File: src/hdl/mixPkg.sv
/*
 MIX package: word geometry, instruction layout, opcode numbers,
 field-spec values, jump conditions and the comparison indicator.
*/
`default_nettype none

package mixPkg;

	localparam int wordWidth = 31;
	localparam int byteWidth = 6;
	localparam int wordBytes = 5;
	localparam int addrWidth = 12;

	typedef logic [wordWidth-1:0] mixWord;
	typedef logic [addrWidth-1:0] mixAddr;
	// sign plus 12-bit magnitude
	typedef logic [addrWidth:0] mixIndexReg;

	// instruction layout is +AA I F C
	localparam int addrFieldHi = 30;
	localparam int addrFieldLo = 18;
	localparam int indexFieldHi = 17;
	localparam int indexFieldLo = 12;
	localparam int specFieldHi = 11;
	localparam int specFieldLo = 6;
	localparam int opFieldHi = 5;
	localparam int opFieldLo = 0;

	localparam logic [5:0] opNop = 6'd0;
	localparam logic [5:0] opAdd = 6'd1;
	localparam logic [5:0] opSub = 6'd2;
	localparam logic [5:0] opSpecial = 6'd5;
	localparam logic [5:0] opLdBase = 6'd8;
	localparam logic [5:0] opLdnBase = 6'd16;
	localparam logic [5:0] opStBase = 6'd24;
	localparam logic [5:0] opStj = 6'd32;
	localparam logic [5:0] opStz = 6'd33;
	localparam logic [5:0] opJmp = 6'd39;
	localparam logic [5:0] opIdeBase = 6'd48;
	localparam logic [5:0] opCmpBase = 6'd56;

	// field values with a fixed meaning
	localparam logic [5:0] fieldHlt = 6'd2;
	localparam logic [5:0] fieldInc = 6'd0;
	localparam logic [5:0] fieldDec = 6'd1;
	localparam logic [5:0] fieldEnt = 6'd2;
	localparam logic [5:0] fieldEnn = 6'd3;

	// JMP conditions in the field
	localparam logic [5:0] jmpAlways = 6'd0;
	localparam logic [5:0] jmpSaveJ = 6'd1;
	localparam logic [5:0] jmpOverflow = 6'd2;
	localparam logic [5:0] jmpNoOverflow = 6'd3;
	localparam logic [5:0] jmpLess = 6'd4;
	localparam logic [5:0] jmpEqual = 6'd5;
	localparam logic [5:0] jmpGreater = 6'd6;
	localparam logic [5:0] jmpGreaterEqual = 6'd7;
	localparam logic [5:0] jmpNotEqual = 6'd8;
	localparam logic [5:0] jmpLessEqual = 6'd9;

	localparam logic [1:0] cmpEqual = 2'd0;
	localparam logic [1:0] cmpLess = 2'd1;
	localparam logic [1:0] cmpGreater = 2'd2;

endpackage

`default_nettype wire
File: src/hdl/mixIndex.sv
/*
 Effective address: adds the selected index register to the signed
 instruction address, both in sign-magnitude form.
*/
`timescale 1ns/100ps
`default_nettype none

module mixIndex (
	input  wire mixPkg::mixIndexReg addressIn,
	input  wire [2:0]               indexSel,
	input  wire mixPkg::mixIndexReg i1,
	input  wire mixPkg::mixIndexReg i2,
	input  wire mixPkg::mixIndexReg i3,
	input  wire mixPkg::mixIndexReg i4,
	input  wire mixPkg::mixIndexReg i5,
	input  wire mixPkg::mixIndexReg i6,
	output mixPkg::mixIndexReg      effAddress
);
	import mixPkg::*;

	mixIndexReg offset;
	logic [addrWidth-1:0] addrMag;
	logic [addrWidth-1:0] offMag;

	// index 0 adds +0 and keeps the address as it is
	always_comb begin
		case (indexSel)
			3'd1: offset = i1;
			3'd2: offset = i2;
			3'd3: offset = i3;
			3'd4: offset = i4;
			3'd5: offset = i5;
			3'd6: offset = i6;
			default: offset = '0;
		endcase
	end

	assign addrMag = addressIn[addrWidth-1:0];
	assign offMag = offset[addrWidth-1:0];

	// magnitude wraps at 12 bits
	always_comb begin
		if (addressIn[addrWidth] == offset[addrWidth]) begin
			effAddress = {addressIn[addrWidth], addrMag + offMag};
		end else if (addrMag >= offMag) begin
			effAddress = {addressIn[addrWidth], addrMag - offMag};
		end else begin
			effAddress = {offset[addrWidth], offMag - addrMag};
		end
	end

endmodule

`default_nettype wire

File: config.mk
export PLATFORM = sky130hd
export DESIGN_NAME = mixIndex
export DESIGN_NICKNAME = d
export VERILOG_FILES = /design/src/hdl/mixPkg.sv /design/src/hdl/mixIndex.sv
export SDC_FILE = /design/constraint.sdc
export NUM_CORES = 1
export LEC_CHECK = 0
export ABC_AREA = 1
export BUFFER_PORTS_ARGS = -buffer_cell sky130_fd_sc_hd__clkbuf_2
export CAP_MARGIN = 20
export CORE_MARGIN = 2
export CORE_UTILIZATION = 48
export DETAILED_ROUTE_END_ITERATION = 10
export GPL_TIMING_DRIVEN = 0
export PLACE_DENSITY = 0.92
export SLEW_MARGIN = 30
export SYNTH_ARGS = -nofsm -noshare
export SYNTH_HDL_FRONTEND = slang
export SYNTH_SLANG_ARGS = --single-unit
File: constraint.sdc
create_clock -name vclk -period 3.3
set_input_delay 0.495 -clock vclk [all_inputs]
set_output_delay 0.495 -clock vclk [all_outputs]
set_load 0.1 [all_outputs]
==> flow_metrics.env, run 1 <==
export IMPL_status="aborted with a tool error"
export IMPL_stop_stage="global routing"
export IMPL_stop_error="[ERROR GRT-0232] Routing congestion too high. Check the congestion heatmap in the GUI."
export IMPL_grt_worst_setup_endpoint="effAddress[2]"
export IMPL_ys_warn_count=0
export IMPL_seq_area_frac_synth=0
export IMPL_synth_area_mm2=0.002942
export IMPL_syn_nets=710
export IMPL_dp_cells=757
export IMPL_ctsHoldBuffers=0
export IMPL_syn_inst=575
export IMPL_avgSynthCellArea_um2=5.116
export IMPL_worst_ep_kind="output port"
export IMPL_synth_area_leaders="nand2_1 25%, inv_1 18%, ha_1 16%"
export IMPL_gp_congestion=0.9529
export IMPL_grtUsageTotal=0.6181
export IMPL_die_y_um=82.29
export IMPL_fp_dieW_um=82.29
export IMPL_synth_distinct_cells=32
export IMPL_yosys_area_top_type="nand2_1"
export IMPL_place_port_buffers=107
export IMPL_rows=28
export IMPL_hpwl_um=7950
export IMPL_top_level_ports=107
export IMPL_initial_core_util=0.4968
export IMPL_gr_total_overflow=4
export IMPL_grt_max_degree=11
export IMPL_synth_top_cell_area_share=0.2527
-- cells in the mapped netlist, types with 2 or more instances --
| cell | count |
|---|---|
| o21ai_0 | 7 |
| o21ai_1 | 2 |
| nor2_1 | 30 |
| nor3_1 | 2 |
| nand4_1 | 13 |
| xnor2_1 | 3 |
| ha_1 | 38 |
| and3_1 | 12 |
| buf_2 | 9 |
| nand3_1 | 34 |
| buf_4 | 5 |
| fa_1 | 3 |
| o21bai_1 | 3 |
| o22ai_1 | 26 |
| xor2_1 | 13 |
| nand2_1 | 198 |
| a31oi_1 | 3 |
| inv_2 | 3 |
| inv_1 | 139 |
| nand2_2 | 4 |
| a21oi_1 | 14 |
| buf_6 | 2 |
| clkbuf_1 | 2 |
| nor2_2 | 2 |
-- stage by stage --
step / setup TNS (ps) / instance area (µm²) / setup slack (ps)
detailed placement: -11490 / 3854 / -1033
CTS: -3696 / 4596 / -362.7
global placement: -11110 / 3854 / -1000
floorplan: -122.8 / 3224 / -122.8
-- kinds of logic after synthesis --
family	after synthesis	synth area share
buf+inv	160	0.2195
fa+ha+maj	41	0.1821
xor+xnor	16	0.04764
compound gates	59	0.1212
simple gates	299	0.4296
-- per-layer routing --
| metal | GRT overflow | global-route usage |
|---|---|---|
| met3 | 0 | 0.3478 |
| met1 | 0 | 0.6332 |
| met5 | 0 | 0.1417 |
| met4 | 3 | 0.6000 |
| met2 | 1 | 0.8548 |
-- repair_timing --
item	CTS
endpoints found under the setup margin	12
resized for setup	103
pin swaps	21
gates cloned	7
setup buffers	20
endpoints found under the hold margin	0
==> run 2: changes to the inputs <==
CORE_UTILIZATION = 40   (was 48)
PLACE_DENSITY = default   (was 0.92)
PLACE_DENSITY_LB_ADDON = 0.15   (was default)
clock period = 4.3 ns   (was 3.3 ns; I/O delays follow)
==> flow_metrics.env, run 2 <==
export IMPL_rows=31
export IMPL_nClkBuffers=0
export IMPL_ant_nets=0
export IMPL_place_port_buffers=107
export IMPL_ys_warn_count=0
export IMPL_fp_dieW_um=89.76
export IMPL_period_share=0.9639
export IMPL_seq_area_frac_synth=0
export IMPL_num_vias=3726
export IMPL_gr_total_overflow=0
export IMPL_synth_area_leaders="nand2_1 25%, inv_1 18%, ha_1 16%"
export IMPL_grt_setup_unrepaired="yes"
export IMPL_maxCapViolCount=0
export IMPL_grt_pass1_vias=3388
export IMPL_initial_core_util=0.4099
export IMPL_ir_drop_mv=0.1667
export IMPL_synthMostInstantiatedCell="nand2_1"
export IMPL_grt_max_degree=11
export IMPL_viasPerCell=4.765
export IMPL_fmax_mhz=241.3
export IMPL_die_area_mm2=0.008056
export IMPL_grt_pass1_wl_um=14520
export IMPL_drv_slew=0
export IMPL_hold_path_depth=4
export IMPL_worstMarginPinSlew_ps=541.7
export IMPL_cp_end_kind="primary output"
export IMPL_die_y_um=89.76
export IMPL_finalCriticalPeriod_ps=4145
export IMPL_worstPathMaxFanout=10
export IMPL_cellPowerDensity_mw_per_mm2=284.8
export IMPL_hpwl_um=7880
export IMPL_yosys_area_top_type="nand2_1"
export IMPL_synth_top_cell_area_share=0.2527
export IMPL_finalSetupViolations=0
export IMPL_fin_nets=820
export IMPL_holdWs_ps=1736
export IMPL_min_to="effAddress[12]"
export IMPL_cp_start_kind="input port"
export IMPL_grtUsageTotal=0.2109
export IMPL_ys_top_cells_by_count="198 x nand2_1, 139 x inv_1, 38 x ha_1"
export IMPL_seq_cells=0
export IMPL_final_cell_mix="188 x nand2_1, 137 x inv_1, 95 x clkbuf_2"
export IMPL_seq_area_um2=0
export IMPL_postCtsSetupBuffers=0
export IMPL_min_from="addressIn[12]"
export IMPL_synth_simple_gate_area_frac=0.4296
export IMPL_finalPower_uw=1088
export IMPL_core_area_mm2=0.007176
export IMPL_area_delta_synth_final_pct=29.90
export IMPL_drt_wirelength_per_cell_um=11.69
export IMPL_gp_congestion=0.8683
export IMPL_leakage_uw=0.002499
export IMPL_slew_headroom=0.6404
export IMPL_synth_adder_area_share=0.1821
export IMPL_fillers=787
export IMPL_final_common_cell="nand2_1"
export IMPL_synth_distinct_cells=32
export IMPL_avgSynthCellArea_um2=5.116
export IMPL_syn_nets=710
export IMPL_drt_total_wl_um=9140
export IMPL_hold_violations=0
export IMPL_crit_type="in2out"
export IMPL_drive_gt1_frac=0.2357
export IMPL_syn_inst=575
export IMPL_top_level_ports=107
export IMPL_synth_compound_area_share=0.1212
export IMPL_diodes=0
export IMPL_ctsHoldBuffers=0
export IMPL_drtIter0Drc=167
export IMPL_cp_arrival_ps=3500
export IMPL_hold_path_class="in2out"
export IMPL_antenna_found_initial=0
export IMPL_synth_top_family_by_area="simple AND/OR/NAND/NOR gates"
export IMPL_synth_xor_area_frac=0.04764
export IMPL_drc_errors=0
export IMPL_synthMuxAreaShare=0
export IMPL_crit_required_ps=3650
export IMPL_drtPass1Iterations=4
export IMPL_status="complete, no violations"
export IMPL_synth_area_mm2=0.002942
## run 2: routing by layer
layer	GRT usage	up-vias	wire length, µm
li1	-	1966	-
met1	0.2593	1594	3929
met2	0.3990	148	4393
met3	0.02347	18	673
met4	0.03590	0	144
met5	0	-	0
## run 2: worst max-delay path: stages
cell	delay [ps]
clkbuf_2	130
inv_1	120
nand3_2	110
buf_4	190
o22ai_1	150
nor2_1	60
and3_1	190
inv_1	90
ha_1	150
inv_1	80
fa_2	370
nand2_2	100
nand2_2	80
o21ai_2	160
nand2_1	110
nor2_4	140
buf_4	180
nand2_1	60
nand2_1	60
nand2_1	60
nand2_2	100
buf_12	170
## run 2: cell type report
cell class | instances | area [µm²] | area share
multi-input combinational | 415 | 2359 | 0.6172
timing repair buffer | 108 | 668.1 | 0.1749
inverter | 142 | 533.0 | 0.1395
buffer | 18 | 137.6 | 0.03602
tap | 99 | 123.9 | 0.03242
## run 2: worst max-delay path by stage
stage / startpoint / end / slack, ps / cells after the start
final: indexSel[2] / effAddress[4] / 160 / 22
after CTS: indexSel[2] / effAddress[5] / 30 / 22
after global routing: indexSel[2] / effAddress[6] / -30 / 22
after detailed placement: indexSel[2] / effAddress[5] / -360 / 22
after floorplan: indexSel[2] / effAddress[11] / 40 / 17
after global placement: indexSel[2] / effAddress[5] / -350 / 22
## run 2: kinds of logic (layout without fill, tap and decap cells)
| group | Yosys count | after routing |
|---|---|---|
| fa+ha+maj | 41 | 41 |
| buf+inv | 160 | 268 |
| simple gates | 299 | 299 |
| compound gates | 59 | 59 |
| xor+xnor | 16 | 16 |
## run 2: power by group
| group | internal [µW] | switching (µW) | total, µW |
|---|---|---|---|
| clock network | 0 | 0 | 0 |
| registers | 0 | 0 | 0 |
| logic | 360 | 728 | 1090 |
## run 2: metrics by stage
| step | worst slack, ps | instances | setup TNS [ps] | utilization | cell area (µm²) |
|---|---|---|---|---|---|
| floorplan | 38.49 | 575 | 0 | - | 2970 |
| global placement | -351.5 | 781 | -3617 | 0.5058 | 3630 |
| detailed placement | -361.9 | 781 | -3810 | 0.5058 | 3630 |
| CTS | 26.49 | 781 | 0 | 0.5191 | 3725 |
| global route | -25.75 | 782 | -60.18 | 0.5325 | 3821 |
| finish | 155.2 | 782 | 0 | 0.5325 | 3821 |
## run 2: timing repair
action / 4_1_cts / 5_1_grt
cloned: 0 / 1
resized for setup: 24 / 44
hold endpoints to repair: 0 / 0
endpoints found under the setup margin: 12 / 12
No activity file was read; power rests on OpenSTA's default activity.
==> run 3: changes to the inputs <==
CORE_UTILIZATION = 30   (was 40)
PLACE_DENSITY_LB_ADDON = 0.12   (was 0.15)
TNS_END_PERCENT = 5   (was default)
==> flow_metrics.env, run 3 (synthesis gave the netlist of run 2 again) <==
export IMPL_viasPerCell=4.512
export IMPL_hold_violations=0
export IMPL_drv_slew=0
export IMPL_initial_core_util=0.3052
export IMPL_nClkBuffers=0
export IMPL_hpwl_um=8606
export IMPL_place_port_buffers=107
export IMPL_diodes=0
export IMPL_drive_gt1_frac=0.2489
export IMPL_num_vias=3718
export IMPL_grtUsageTotal=0.1837
export IMPL_cellPowerDensity_mw_per_mm2=281.0
export IMPL_finalCriticalPeriod_ps=4151
export IMPL_maxCapViolCount=0
export IMPL_leakage_uw=0.002544
export IMPL_gp_congestion=0.9265
export IMPL_min_from="addressIn[12]"
export IMPL_drc_errors=0
export IMPL_worstPathCellList="buf_2, inv_4, nand3_4, buf_6, o22ai_1, nor2_1, and3_2, inv_1, ha_1, inv_2, fa_2, nand2_2, nand2_2, o21ai_4, nand2_2, nor2_4, buf_6, nand2_1, nand2_1, nand2_1, nand2_1, buf_12"
export IMPL_grt_setup_unrepaired="yes"
export IMPL_seq_area_um2=0
export IMPL_ant_nets=0
export IMPL_grt_pass1_vias=3579
export IMPL_grt_max_degree=14
export IMPL_antenna_found_initial=0
export IMPL_final_cell_mix="192 x nand2_1, 133 x inv_1, 92 x clkbuf_2"
export IMPL_cp_arrival_ps=3510
export IMPL_pwr_share_seq=0
export IMPL_seq_cells=0
export IMPL_cp_end_kind="primary output"
export IMPL_switchingPower_uw=743.2
export IMPL_cp_start_kind="input port"
export IMPL_utilization=0.4158
export IMPL_drtPass1Iterations=5
export IMPL_worstMarginPinSlew_ps=541.5
export IMPL_drtIter0Drc=113
export IMPL_crit_path_start="indexSel[0]"
export IMPL_crit_required_ps=3650
export IMPL_final_common_cell="nand2_1"
export IMPL_fmax_mhz=240.9
export IMPL_die_y_um=103.0
export IMPL_comb_power_share=1.000
export IMPL_crit_top_cell="nand2_1"
export IMPL_drt_total_wl_um=10010
export IMPL_status="complete, no violations"
export IMPL_area_delta_synth_final_pct=36.24
export IMPL_cp_slowest_cell="fa_2"
export IMPL_worstPathMaxFanout=10
export IMPL_fp_dieW_um=103.0
export IMPL_fin_nets=828
export IMPL_crit_type="in2out"
export IMPL_clockPowerShare=0
export IMPL_slowest_delay_ps=410
export IMPL_p_int_uw=383.1
export IMPL_gr_total_overflow=0
export IMPL_hold_path_class="in2out"
export IMPL_holdWs_ps=1788
export IMPL_core_area_mm2=0.009639
export IMPL_rows=36
export IMPL_finalSetupViolations=0
export IMPL_switching_share=0.6599
export IMPL_drt_wirelength_per_cell_um=12.15
export IMPL_die_area_mm2=0.01061
export IMPL_ir_drop_mv=0.1818
export IMPL_slew_headroom=0.6406
export IMPL_grt_pass1_wl_um=15860
export IMPL_top_level_ports=107
export IMPL_period_share=0.9653
## run 3: path summary, 6_finish.rpt
check              to  slack, ps  depth (start not counted)
max     effAddress[4]        150                         22
min    effAddress[12]       1790                          4
## run 3: power groups by stage
stage                     registers [µW]  clock network, µW  logic, µW
final                                  0                  0       1130
after global placement                 0                  0        962
after detailed placement               0                  0        966
after floorplan                        0                  0        753
after global routing                   0                  0       1220
after CTS                              0                  0       1030
## run 3: layer usage
metal  up-vias  GRT usage  share of wire
met4         0    0.02733          0.010
met5         -          0              0
met3         8    0.01898          0.069
li1       1983          -              -
met2       124     0.3417           0.49
met1      1603     0.2318           0.43
## run 3: final cells by class
type / instances / area, µm²
multi-input cells: 415 / 2390
fillers: 1158 / 5632
repair inverters: 1 / 7.507
plain buffers: 17 / 141.4
inverters: 142 / 544.3
well taps: 133 / 166.4
repair buffers: 116 / 758.2
## run 3: metrics by stage
step	std cells	total power (µW)	setup TNS (ps)	instance area, µm²	worst slack [ps]
final	824	1126	0	4008	149.4
after global routing	824	1220	-220.3	4008	-51.85
after CTS	814	1029	0	3740	5.690
after detailed placement	815	966.2	-4530	3647	-427.5
after global placement	815	962.2	-3939	3647	-374.0
after floorplan	575	753.3	-752.7	2945	-83.50
## run 3: what timing repair did
| action | 4_1_cts | 5_1_grt |
|---|---|---|
| gates resized for setup | 24 | 72 |
| buffers inserted | 0 | 8 |
| pin swaps | 0 | 4 |
| hold buffers | 0 | 0 |
| endpoints found under the setup margin | 12 | 12 |
| cloned | 0 | 2 |
## run 3: critical path, delay by kind of cell
family / cells / cell delay (ps)
AOI/OAI and AO/OA: 2 / 330
buffers and inverters: 7 / 890
adders and majority gates: 2 / 570
and+or+nand+nor: 11 / 1080
==> run 4: changes to the inputs <==
ABC_AREA = 0   (was 1)
BUFFER_PORTS_ARGS = default   (was -buffer_cell sky130_fd_sc_hd__clkbuf_2)
DONT_BUFFER_PORTS = 1   (was default)
==> flow_metrics.env, run 4 <==
export IMPL_status="finished, violations left"
export IMPL_violations="setup timing"
export IMPL_ys_top_cells_by_count="38 x ha_1, 34 x nand2_1, 33 x inv_1"
export IMPL_synth_area_mm2=0.002382
export IMPL_ys_warn_count=0
export IMPL_place_port_buffers=0
export IMPL_ir_drop_mv=0.1431
export IMPL_hpwl_um=6258
export IMPL_die_y_um=93.11
export IMPL_gr_total_overflow=0
export IMPL_drtPass1Iterations=4
export IMPL_grt_pass1_wl_um=12810
export IMPL_crit_type="in2out"
export IMPL_utilization=0.4671
export IMPL_leakage_uw=0.001560
export IMPL_grt_setup_unrepaired="yes"
export IMPL_synth_distinct_cells=52
export IMPL_worst_slack_ps=-285.2
export IMPL_yosys_area_top_type="ha_1"
export IMPL_fmax_mhz=218.1
export IMPL_seq_cells=0
export IMPL_syn_inst=334
export IMPL_drive_gt1_frac=0.4324
export IMPL_diodes=0
export IMPL_final_cell_mix="42 x buf_4, 34 x nand2_1, 29 x ha_1"
export IMPL_slew_headroom=0.4422
export IMPL_avgSynthCellArea_um2=7.133
export IMPL_synth_area_leaders="ha_1 20%, mux2i_1 7.1%, nand2_1 5.4%"
export IMPL_antenna_found_initial=0
export IMPL_tns_ps=-2496
export IMPL_viasPerCell=5.299
export IMPL_hold_path_class="in2out"
export IMPL_drt_wirelength_per_cell_um=17.75
export IMPL_grt_max_degree=11
export IMPL_area_delta_synth_final_pct=51.52
export IMPL_synth_top_cell_area_share=0.1996
export IMPL_num_vias=2538
export IMPL_hold_violations=0
export IMPL_core_area_mm2=0.007727
export IMPL_seq_area_um2=0
export IMPL_grtUsageTotal=0.1816
export IMPL_period_share=1.066
export IMPL_rows=32
export IMPL_cp_start_kind="input port"
export IMPL_fin_nets=514
export IMPL_worstMarginPinSlew_ps=819.2
export IMPL_top_level_ports=107
export IMPL_synthMostInstantiatedCell="ha_1"
export IMPL_initial_core_util=0.3083
export IMPL_maxCapViolCount=0
export IMPL_fillers=742
export IMPL_final_common_cell="buf_4"
export IMPL_nClkBuffers=0
export IMPL_drc_errors=0
export IMPL_cp_end_kind="primary output"
export IMPL_drt_total_wl_um=8500
export IMPL_cellPowerDensity_mw_per_mm2=311.4
export IMPL_fp_dieW_um=93.11
export IMPL_seq_area_frac_synth=0
export IMPL_drv_slew=0
export IMPL_ant_nets=0
export IMPL_grt_pass1_vias=2580
export IMPL_worstPathMaxFanout=7
export IMPL_dp_slack_ps=-725.6
export IMPL_syn_nets=469
export IMPL_gp_congestion=0.8012
export IMPL_finalCriticalPeriod_ps=4585
export IMPL_crit_required_ps=3650
export IMPL_cp_arrival_ps=3940
export IMPL_die_area_mm2=0.008669
export IMPL_finalSetupViolations=12
export IMPL_drtIter0Drc=61
-- run 4: cell count changes after synthesis, sizes merged, moves of 14 or more --
| cell | before | now |
|---|---|---|
| nand3 | 35 | 4 |
| nor2 | 33 | 19 |
| o22ai | 26 | 1 |
| nand2 | 202 | 34 |
| mux2i | 0 | 17 |
| inv | 142 | 33 |
-- run 4: logic make-up after synthesis --
logic type                 count (synthesis)  share of synthesized area
AOI/OAI and AO/OA                        109                     0.3241
buffers and inverters                     56                     0.1061
adders and majority gates                 41                     0.2248
xor gates and xnor gates                  15                    0.05515
and+or+nand+nor                           85                     0.1649
muxes                                     28                     0.1250
-- run 4: stage by stage --
stage / cell area (µm²) / cells / hold WS, ps / total power (µW)
floorplan: 2611 / 334 / 1609 / 820.2
global placement: 2739 / 436 / 1623 / 912.9
detailed placement: 2739 / 436 / 1631 / 912.7
CTS: 3421 / 467 / 1631 / 1069
global route: 3610 / 479 / 1650 / 1179
finish: 3610 / 479 / 1627 / 1124
-- run 4: what timing repair did --
action | 4_1_cts | 5_1_grt
gates cloned | 3 | 0
buffers inserted | 31 | 13
resized for setup | 88 | 23
hold endpoints to repair | 0 | 0
pin swaps | 41 | 32
hold buffers | 0 | 0
setup endpoints to repair | 12 | 12
-- run 4: where the power goes --
| part | leakage (µW) | switching (µW) | internal, µW |
|---|---|---|---|
| clock network | 0 | 0 | 0 |
| registers | 0 | 0 | 0 |
| logic | 0.00156 | 734 | 390 |
-- run 4: worst paths after layout --
kind	from	endpoint	slack, ps	cells past startpoint
worst max-delay path	indexSel[2]	effAddress[6]	-290	16
worst min-delay path	addressIn[12]	effAddress[12]	1630	2
-- run 4: final cells by class --
cell class / instances / area, µm² / area share
inverter: 33 / 123.9 / 0.03432
tap: 102 / 127.6 / 0.03536
timing repair buffer: 47 / 411.6 / 0.1140
multi-input combinational: 278 / 2720 / 0.7536
buffer: 19 / 226.5 / 0.06274
-- run 4: critical path, cell delays in order --
cell and delay, ps:
buf_12 90, clkbuf_16 140, mux2_2 330, a22oi_1 140, o21a_1 170, inv_1 80, ha_1 280, buf_6 140
nand4_1 160, a311oi_4 80, a211oi_4 420, buf_6 190, a211oi_2 40, a21o_1 200, mux2i_4 220, xor2_4 610
-- run 4: routing by layer --
layer,GRT usage,share of wire,wire length (µm)
met5,0,0,0
met4,0.01838,0.012,98
met3,0.01934,0.051,432
met2,0.3539,0.52,4459
met1,0.2196,0.41,3510
